### config.mk
export PLATFORM = sky130hd
export DESIGN_NAME = clmul_top
export DESIGN_NICKNAME = d
export VERILOG_FILES = /design/src/clmul_pkg.sv /design/src/clmul_coeff_combine.sv /design/src/clmul_operand_seq.sv /design/src/clmul_partial_bank.sv /design/src/clmul_top.sv
export SDC_FILE = /design/constraint.sdc
export NUM_CORES = 2
export LEC_CHECK = 0
export BUFFER_PORTS_ARGS = -buffer_cell sky130_fd_sc_hd__buf_4
export CAP_MARGIN = 20
export CORE_MARGIN = 4
export CORE_UTILIZATION = 45
export DETAILED_ROUTE_END_ITERATION = 8
export PLACE_DENSITY = 0.7
export SLEW_MARGIN = 20
export SYNTH_ARGS = -nofsm -noshare
export SYNTH_HDL_FRONTEND = slang
export SYNTH_HIERARCHICAL = 1
export SYNTH_SLANG_ARGS = --single-unit
### constraint.sdc
create_clock -name clk -period 11.2 [get_ports clk]
set_clock_uncertainty 0.2 [all_clocks]
set_input_delay 3.36 -clock clk [delete_from_list [all_inputs] [get_ports clk]]
set_output_delay 3.36 -clock clk [all_outputs]
set_load 0.01 [all_outputs]
### src/clmul_pkg.sv
// Shared widths and the sequencer state type for the carry-less multiplier.
// Import into any module that builds on the four-way limb split.

package clmul_pkg;

	// Operand size and the four-way limb split
	localparam int OPERAND_W = 64;
	localparam int LIMB_N = 4;
	localparam int LIMB_W = OPERAND_W / LIMB_N;

	// A 16x16 carry-less product needs only 31 bits, so the top bit stays clear
	localparam int PART_W = 2 * LIMB_W;

	// Full product width
	localparam int PROD_W = 2 * OPERAND_W;

	// Limb index sums run from 0 to 2*(LIMB_N-1)
	localparam int COEFF_N = 2 * LIMB_N - 1;

	// Counts bit positions 0 to LIMB_W, one extra bit of headroom
	localparam int STEP_W = 5;

	// Sequencer states
	// st_idle waits for start
	// st_run walks the LIMB_W accumulate steps
	// st_fold is the single cycle that hands the partials to the combiner
	typedef enum logic [1:0] {
		st_idle,
		st_run,
		st_fold
	} seq_state_t;

endpackage

### src/clmul_coeff_combine.sv
// Coefficient combiner of the carry-less multiplier.
// Folds the sixteen limb products into seven coefficient groups, places them
// at limb offsets in the product register and pulses done one cycle after fold.

`timescale 1ns/1ps

module clmul_coeff_combine (
	input  logic                         clk,
	input  logic                         rst,
	input  logic                         fold,
	input  logic [clmul_pkg::LIMB_N*clmul_pkg::LIMB_N*clmul_pkg::PART_W-1:0] parts,
	output logic [clmul_pkg::PROD_W-1:0] c,
	output logic                         done
);
	import clmul_pkg::*;

	// Coefficient k collects every pair whose limb indices sum to k
	logic [PART_W-1:0] coeff [COEFF_N];

	// Coefficients shifted into place and merged
	logic [PROD_W-1:0] placed;

	always_comb begin
		for (int k = 0; k < COEFF_N; k++) begin
			coeff[k] = '0;
		end
		for (int i = 0; i < LIMB_N; i++) begin
			for (int j = 0; j < LIMB_N; j++) begin
				coeff[i + j] = coeff[i + j] ^ parts[(i*LIMB_N + j)*PART_W +: PART_W];
			end
		end
	end

	// Neighbouring coefficients overlap by LIMB_W bits, hence XOR, not OR
	always_comb begin
		placed = '0;
		for (int k = 0; k < COEFF_N; k++) begin
			placed = placed ^ (PROD_W'(coeff[k]) << (k * LIMB_W));
		end
	end

	// c holds until the next fold, so a new start leaves it untouched
	always_ff @(posedge clk) begin
		if (rst) begin
			c <= '0;
			done <= 1'b0;
		end else begin
			done <= fold;
			if (fold) begin
				c <= placed;
			end
		end
	end

endmodule

### src/clmul_operand_seq.sv
// Operand sequencer of the carry-less multiplier.
// Captures a and b on an accepted start, then walks the limb bits out to the
// partial-product bank for LIMB_W cycles and raises fold for one cycle.

`timescale 1ns/1ps

module clmul_operand_seq (
	input  logic                            clk,
	input  logic                            rst,
	input  logic                            start,
	input  logic [clmul_pkg::OPERAND_W-1:0] a,
	input  logic [clmul_pkg::OPERAND_W-1:0] b,
	output logic                            busy,
	output logic                            clear,
	output logic                            step_en,
	output logic                            fold,
	output logic [clmul_pkg::LIMB_N-1:0]    a_bits,
	output logic [clmul_pkg::OPERAND_W-1:0] b_limbs,
	output logic [clmul_pkg::STEP_W-1:0]    step_idx
);
	import clmul_pkg::*;

	seq_state_t state;

	// Captured operands, a is shifted right once per step
	logic [OPERAND_W-1:0] a_sh;
	logic [OPERAND_W-1:0] b_hold;

	logic [STEP_W-1:0] step_cnt;
	logic              accept;
	logic              last_step;

	// Start only counts while idle, which includes the done cycle
	assign accept = start && (state == st_idle);
	assign last_step = (step_cnt == STEP_W'(LIMB_W - 1));

	always_ff @(posedge clk) begin
		if (rst) begin
			state <= st_idle;
			step_cnt <= '0;
		end else begin
			case (state)
				st_idle: begin
					if (accept) begin
						state <= st_run;
						step_cnt <= '0;
					end
				end
				st_run: begin
					step_cnt <= step_cnt + STEP_W'(1);
					if (last_step) begin
						state <= st_fold;
					end
				end
				st_fold: begin
					state <= st_idle;
				end
				default: begin
					state <= st_idle;
				end
			endcase
		end
	end

	// The whole vector shifts as one. Bits from the limb above enter at the
	// top of each limb and need LIMB_W shifts to reach its bit 0, so limb
	// bit 0 shows bit step_cnt of the original limb for every run step
	always_ff @(posedge clk) begin
		if (accept) begin
			a_sh <= a;
			b_hold <= b;
		end else if (state == st_run) begin
			a_sh <= a_sh >> 1;
		end
	end

	always_comb begin
		for (int i = 0; i < LIMB_N; i++) begin
			a_bits[i] = a_sh[i * LIMB_W];
		end
	end

	assign b_limbs = b_hold;
	assign step_idx = step_cnt;

	// Bank zeroes its accumulators on the accepting edge itself
	assign clear = accept;
	assign step_en = (state == st_run);
	assign fold = (state == st_fold);
	assign busy = (state != st_idle);

endmodule

### src/clmul_partial_bank.sv
// Partial-product bank of the carry-less multiplier.
// Sixteen shift-and-XOR accumulators, one per (a limb, b limb) pair, all
// stepped by the sequencer's shared bit counter.

`timescale 1ns/1ps

module clmul_partial_bank (
	input  logic                            clk,
	input  logic                            rst,
	input  logic                            clear,
	input  logic                            step_en,
	input  logic [clmul_pkg::LIMB_N-1:0]    a_bits,
	input  logic [clmul_pkg::OPERAND_W-1:0] b_limbs,
	input  logic [clmul_pkg::STEP_W-1:0]    step_idx,
	output logic [clmul_pkg::LIMB_N*clmul_pkg::LIMB_N*clmul_pkg::PART_W-1:0] parts
);
	import clmul_pkg::*;

	// Each b limb zero-extended to the partial width before shifting
	logic [PART_W-1:0] b_wide [LIMB_N];

	genvar i;
	genvar j;

	generate
		for (j = 0; j < LIMB_N; j++) begin : g_b_wide
			assign b_wide[j] = {{(PART_W - LIMB_W){1'b0}}, b_limbs[j*LIMB_W +: LIMB_W]};
		end
	endgenerate

	// Row i takes its enable from bit i of a_bits, column j its addend
	// from b limb j. Output slot is i*LIMB_N + j
	generate
		for (i = 0; i < LIMB_N; i++) begin : g_row
			for (j = 0; j < LIMB_N; j++) begin : g_col
				logic [PART_W-1:0] acc;
				logic              hit;

				assign hit = step_en && a_bits[i];

				always_ff @(posedge clk) begin
					if (rst || clear) begin
						acc <= '0;
					end else if (hit) begin
						// step_idx tops out at LIMB_W-1 so nothing falls off
						acc <= acc ^ (b_wide[j] << step_idx);
					end
				end

				assign parts[(i*LIMB_N + j)*PART_W +: PART_W] = acc;
			end
		end
	endgenerate

endmodule

### src/clmul_top.sv
// Top level of the 64x64 carry-less (GF(2) polynomial) multiplier.
// Pulse start while busy is low; c is valid and held from the done pulse,
// 18 cycles after the accepting edge, until the next result.

`timescale 1ns/1ps

module clmul_top (
	input  logic                            clk,
	input  logic                            rst,
	input  logic                            start,
	input  logic [clmul_pkg::OPERAND_W-1:0] a,
	input  logic [clmul_pkg::OPERAND_W-1:0] b,
	output logic                            busy,
	output logic                            done,
	output logic [clmul_pkg::PROD_W-1:0]    c
);
	import clmul_pkg::*;

	// Sequencer to bank
	logic                 clear;
	logic                 step_en;
	logic [LIMB_N-1:0]    a_bits;
	logic [OPERAND_W-1:0] b_limbs;
	logic [STEP_W-1:0]    step_idx;

	// Sequencer to combiner
	logic fold;

	// Bank to combiner, pair (i, j) at slot i*LIMB_N + j
	logic [LIMB_N*LIMB_N*PART_W-1:0] parts;

	clmul_operand_seq clmul_operand_seq_inst (
		.clk      (clk),
		.rst      (rst),
		.start    (start),
		.a        (a),
		.b        (b),
		.busy     (busy),
		.clear    (clear),
		.step_en  (step_en),
		.fold     (fold),
		.a_bits   (a_bits),
		.b_limbs  (b_limbs),
		.step_idx (step_idx)
	);

	clmul_partial_bank clmul_partial_bank_inst (
		.clk      (clk),
		.rst      (rst),
		.clear    (clear),
		.step_en  (step_en),
		.a_bits   (a_bits),
		.b_limbs  (b_limbs),
		.step_idx (step_idx),
		.parts    (parts)
	);

	clmul_coeff_combine clmul_coeff_combine_inst (
		.clk      (clk),
		.rst      (rst),
		.fold     (fold),
		.parts    (parts),
		.c        (c),
		.done     (done)
	);

endmodule

After elaboration in Yosys (flattened, before gate mapping)
Cells that the tools add are included.
- input bits: 131
- bits in writable memories: 0
- word-level logic and storage cells: 82
- latch bits: 0
- memories kept: 0
- output and inout bits: 130
- ROM bits: 0
- register bits after elaboration: 776
- divide/modulo/power cells: 0
- bitwise operators: 31
- eq/ne operators: 5
- $lt $le $gt $ge: 0
- mux-type cells: 7
- $add $sub $neg: 1
- shift operators: 4
- reduce and logical (&&, ||, !) cells: 12
- multipliers: 0
- operators by type and width (operator ; count):
    32-bit XOR ; 25
    64-bit 2-to-1 mux ; 2
    16-bit by 5-bit << shifter with 32-bit output ; 4
    128-bit by 112-bit XOR with 128-bit output ; 1
    128-bit XOR ; 1
    128-bit by 96-bit XOR with 128-bit output ; 1
    64-bit by 80-bit XOR with 80-bit output ; 1
    48-bit by 64-bit XOR with 64-bit output ; 1
    32-bit by 48-bit XOR with 48-bit output ; 1
    5-bit one-hot mux with 2 select lines ; 1
    2-bit nonzero test ; 3
    5-bit by 1-bit adder with 5-bit output, second input constant ; 1
    5-bit by 4-bit == test with 1-bit output, second input constant ; 1
    1-bit logical AND ; 5
    5-bit 2-to-1 mux ; 1
    2-bit 2-to-1 mux ; 2
    2-bit one-hot mux with 2 select lines ; 1
    2-bit AND reduction ; 2
    2-bit by 1-bit == test with 1-bit output, second input constant ; 1
    2-bit == test, second input constant ; 1
    2-bit zero test ; 1
    2-bit by 1-bit inequality test with 1-bit output, second input constant ; 1
    2-bit inequality test, second input constant ; 1
    1-bit logical OR ; 1

Depth between registers and ports, before layout
- depth in word-level cells: 7
- mapped depth: 11
- depth with buffers taken out: 7

Modules after synthesis
The synthesis kept the hierarchy.
- modules (own cells, without submodules) (module ; cells an instance ; area each (sq um) ; sequential area each (sq um) ; instances):
    clmul_partial_bank ; 3244 ; 28135.7 ; 10249.8 ; 1
    clmul_coeff_combine ; 678 ; 8505.7 ; 2582.5 ; 1
    clmul_operand_seq ; 374 ; 5019.8 ; 3983.8 ; 1

Least setup slack after synthesis
OpenSTA, ideal clock, no wires.
- path type: input port to flip-flop
- start: input start
- end: register clmul_partial_bank_inst.g_row[0].g_col[0].acc[0]
- slack: 4.521 ns
- required time: 10.872 ns
- arrival: 6.351 ns
- path buffers: 6
- cell stages on the path: 10
- setup time: 0.128 ns
- cells stage by stage: or3b_4 > inv_2 > buf_2 > clkbuf_1 > or2_2 > clkbuf_1 > clkbuf_1 > clkbuf_1 > clkbuf_1 > nor2_1
- longest elaborated chain between the ends: 2
- RTL lines (element ; RTL line ; text):
    start, declared ; clmul_top.sv:10 ; input logic start,
    1-bit logical AND ; clmul_operand_seq.sv:34 ; assign accept = start && (state == st_idle);
    net clear ; clmul_top.sv:20 ; logic clear;
    1-bit logical OR ; clmul_partial_bank.sv:42 ; if (rst || clear) begin
    end signal, assigned ; clmul_partial_bank.sv:46 ; acc <= acc ^ (b_wide[j] << step_idx);
    end, declared ; clmul_partial_bank.sv:36 ; logic [PART_W-1:0] acc;
The timed path passes the listed nets, and every way through them passes these cells.
A chain may end at the register's enable or synchronous reset.

Worst setup path after layout
- start: input start
- end: register clmul_partial_bank_inst.g_row[0].g_col[3].acc[12]
- longest elaborated chain between the ends: 2
- RTL lines (element ; RTL line):
    1-bit logical AND ; clmul_operand_seq.sv:34
    net clear ; clmul_top.sv:20
    1-bit logical OR ; clmul_partial_bank.sv:42
    end signal, assigned ; clmul_partial_bank.sv:46
    end, declared ; clmul_partial_bank.sv:36
The timed path passes the listed nets, and every way through them passes these cells.

==> flow_summary_export.csv <==
group,metric,value,unit
status,outcome,"complete, but fails checks",
status,violations,"DRC",
cts,clock_sinks,776,
final_layout,final_cell_mix,"dfxtp_1 (644), nand2_1 (457), nor2_1 (362), buf_4 (316), or3_1 (267)",
drt,viasPerCell,6.24,
final_layout,fin_util,51.4,%
timing,rsz0062_at_grt,"false",
global_route,grt_pass1_wl,210,mm
critical_path,worstPathArrival,7240,ps
synth,synth_edf_count,128,
final_layout,multi_input_area,0.0234,mm2
drt,totalWireLength,142,mm
timing,slew_violations,0,
critical_path,cp.required,11610,ps
placement,port_buffers,260,
timing,fin_crit,6830,ps
timing,tightest_slew,1250,ps
synth,netlist_area,0.0417,mm2
final_layout,regArea,0.0168,mm2
synth,syn_inst,4296,
power_and_ir_drop,power.density,144,mW/mm2
floorplan,die_width,312,um
floorplan,die_h,312,um
timing,worst_slack,4370,ps
drt,drc,4,
placement,post-dp-hpwl,98.2,mm
synth,yosysSeqAreaShare,40.4,%
cts,hold_buffers,0,
final_layout,final_nets,4513,
min_path,hold_class,"flop to flop",
timing,fmax,0.146,GHz
cts,root_buffer,"clkbuf_16",
floorplan,die_area,0.0975,mm2
timing,slew_headroom,15.7,%
power_and_ir_drop,p_leak,17.1,nW
synth,yosys.cell_types.count,86,
placement,dpl_worst_slack,3680,ps
global_route,first_global_vias,33000,
drt,final_antenna_net_count,0,
drt,firstDrtPassIters,9,
critical_path,startpoint_type,"primary input",
timing,finalSetupViolCount,0,
floorplan,num_rows,111,
critical_path,path_class,"primary input to flop",
final_layout,drive_above_1_share,14.5,%
timing,tns,0,ps
critical_path,cp-end-kind,"flop",
floorplan,io_pins,261,
final_layout,final_cell_area,0.0472,mm2
drt,drtIter0Drc,4886,
synth,ys_warn_count,6,
global_route,antenna_found_initial,2,
critical_path,crit_fanout,86,
power_and_ir_drop,max-vdd-ir-drop,0.113,mV
drt,via_count,35500,
floorplan,start_util,45.4,%
final_layout,final_common_cell,"dfxtp_1",
drt,drt-wirelength-per-cell,25.0,um
global_route,track_usage,27.9,%
cts,clk_path_buf_depth,3,
cts,cts_resized,0,
global_route,grt_max_degree,103,
floorplan,core_area,0.0918,mm2
run,drv_cap,0,
synth,async_reset_ff_share,0,%
cts,clock_latency,670,ps
synth,syn_avg_cell_area,9.70,um2
cts,cts_tree,"done",
global_route,gr-total-overflow,0,
final_layout,synthToLayoutAreaGrowth,13.2,%
final_layout,filler_cell_count,8302,
placement,dpl_cell_area,0.0442,mm2
placement,gp_congestion,1.00,
cts,postCtsSetupBuffers,0,
cts,path_clk_slew,60,ps
synth,ys_seq_elements,776,
timing,fin_crit_sh,61.0,%
synth,synth_nets,4429,
cts,htreeDepth,3,
cts,tritoncts.num_buffers,89,
synth,ys.flop_type,"dfxtp_1",
timing,hold_viol_final,0,
-- worst max-delay path, cell delays in order --
cell and delay [ps]:
buf_4 110, or3b_4 770, inv_8 220, nor2_4 760
buf_4 620, buf_4 820, nand2_1 130, a21oi_1 150
a31o_2 120
-- cell usage after synthesis (14+ instances only) --
cell	count	area share (%)
o22ai_1	158	2.4
and2_1	17	0.26
buf_6	17	0.46
xnor2_1	208	4.4
clkbuf_1	219	2.0
a211oi_1	65	1.2
nor2_1	363	3.3
and3_1	28	0.42
nand3_1	89	1.1
nand2_1	463	4.2
nor2b_1	14	0.21
a21oi_1	201	2.4
mux2i_1	224	5.4
buf_2	54	0.65
or3_1	267	4.0
nor3_1	61	0.73
a222oi_1	22	0.53
dfxtp_1	648	31
mux4_2	59	3.2
nand2b_1	74	1.1
xor3_1	32	1.8
xor2_1	100	2.1
a31oi_1	23	0.35
mux2_2	63	1.7
a22oi_1	51	0.92
o311ai_0	36	0.76
o21ai_0	165	2.0
buf_4	23	0.41
nand4_1	40	0.60
xnor3_1	96	5.2
edfxtp_1	128	9.2
a221oi_1	34	0.71
-- metal layers --
metal	wire length (um)	global-route usage, %	vias up	part of all wire, %
met1	54900	36.1	17100	39
met3	14500	5.93	467	10
met5	9	0	-	0.0063
met2	63300	43.0	2019	45
met4	9540	16.6	2	6.7
li1	-	-	16000	-
-- cells by family after synthesis --
family	synth area share, %
xor gates and xnor gates	13.5
AOI/OAI and AO/OA	15.0
buffers and inverters	3.75
adders and majority gates	0.0601
and+or+nand+nor	16.9
DFF	40.4
muxes	10.4
-- stage by stage --
step	std cells	power, mW	hold WS (ps)
4_1_cts	5696	6.83	276
5_1_grt	5696	7.01	287
2_1_floorplan	4296	3.57	243
3_3_place_gp	5530	3.89	255
6_report	5697	6.80	276
3_5_place_dp	5532	3.90	261
-- final cells by class --
class,instances,share of cell area (%)
timing repair buffer,318,5.07
antenna,1,0.00530
sequential,776,35.7
multi-input combinational,3185,49.6
tap,1243,3.30
clock inverter,34,0.785
clock buffer,130,5.46
inverter,10,0.0955
-- path summary, 6_finish.rpt --
kind / startpoint / end / slack (ps) / depth (start not counted)
setup / recovery: start / flop / 4370 / 9
hold / removal: flop / flop / 280 / 2
setup reg to reg: clmul_operand_seq_inst/step_idx[1] / flop / 6630 / 7
hold reg to reg: flop / flop / 280 / 2
-- report_power, final --
part | total (mW) | switching [mW] | internal [mW] | leakage, nW
Sequential | 3.01 | 0.0854 | 2.93 | 6.50
Clock | 2.93 | 1.21 | 1.72 | 1.44
Combinational | 0.857 | 0.573 | 0.284 | 9.17
-- sequential cells by signal (all words and copies together) (netlist names) --
signal and cells:
clmul_coeff_combine_inst/c 128, clmul_coeff_combine_inst/done 1, clmul_operand_seq_inst/a_sh 64, clmul_operand_seq_inst/b_limbs 64, clmul_operand_seq_inst/state 2, clmul_operand_seq_inst/step_idx 5
clmul_partial_bank_inst/g_row.g_col.acc 512
Note: power is estimated with default switching activity, not from simulation.
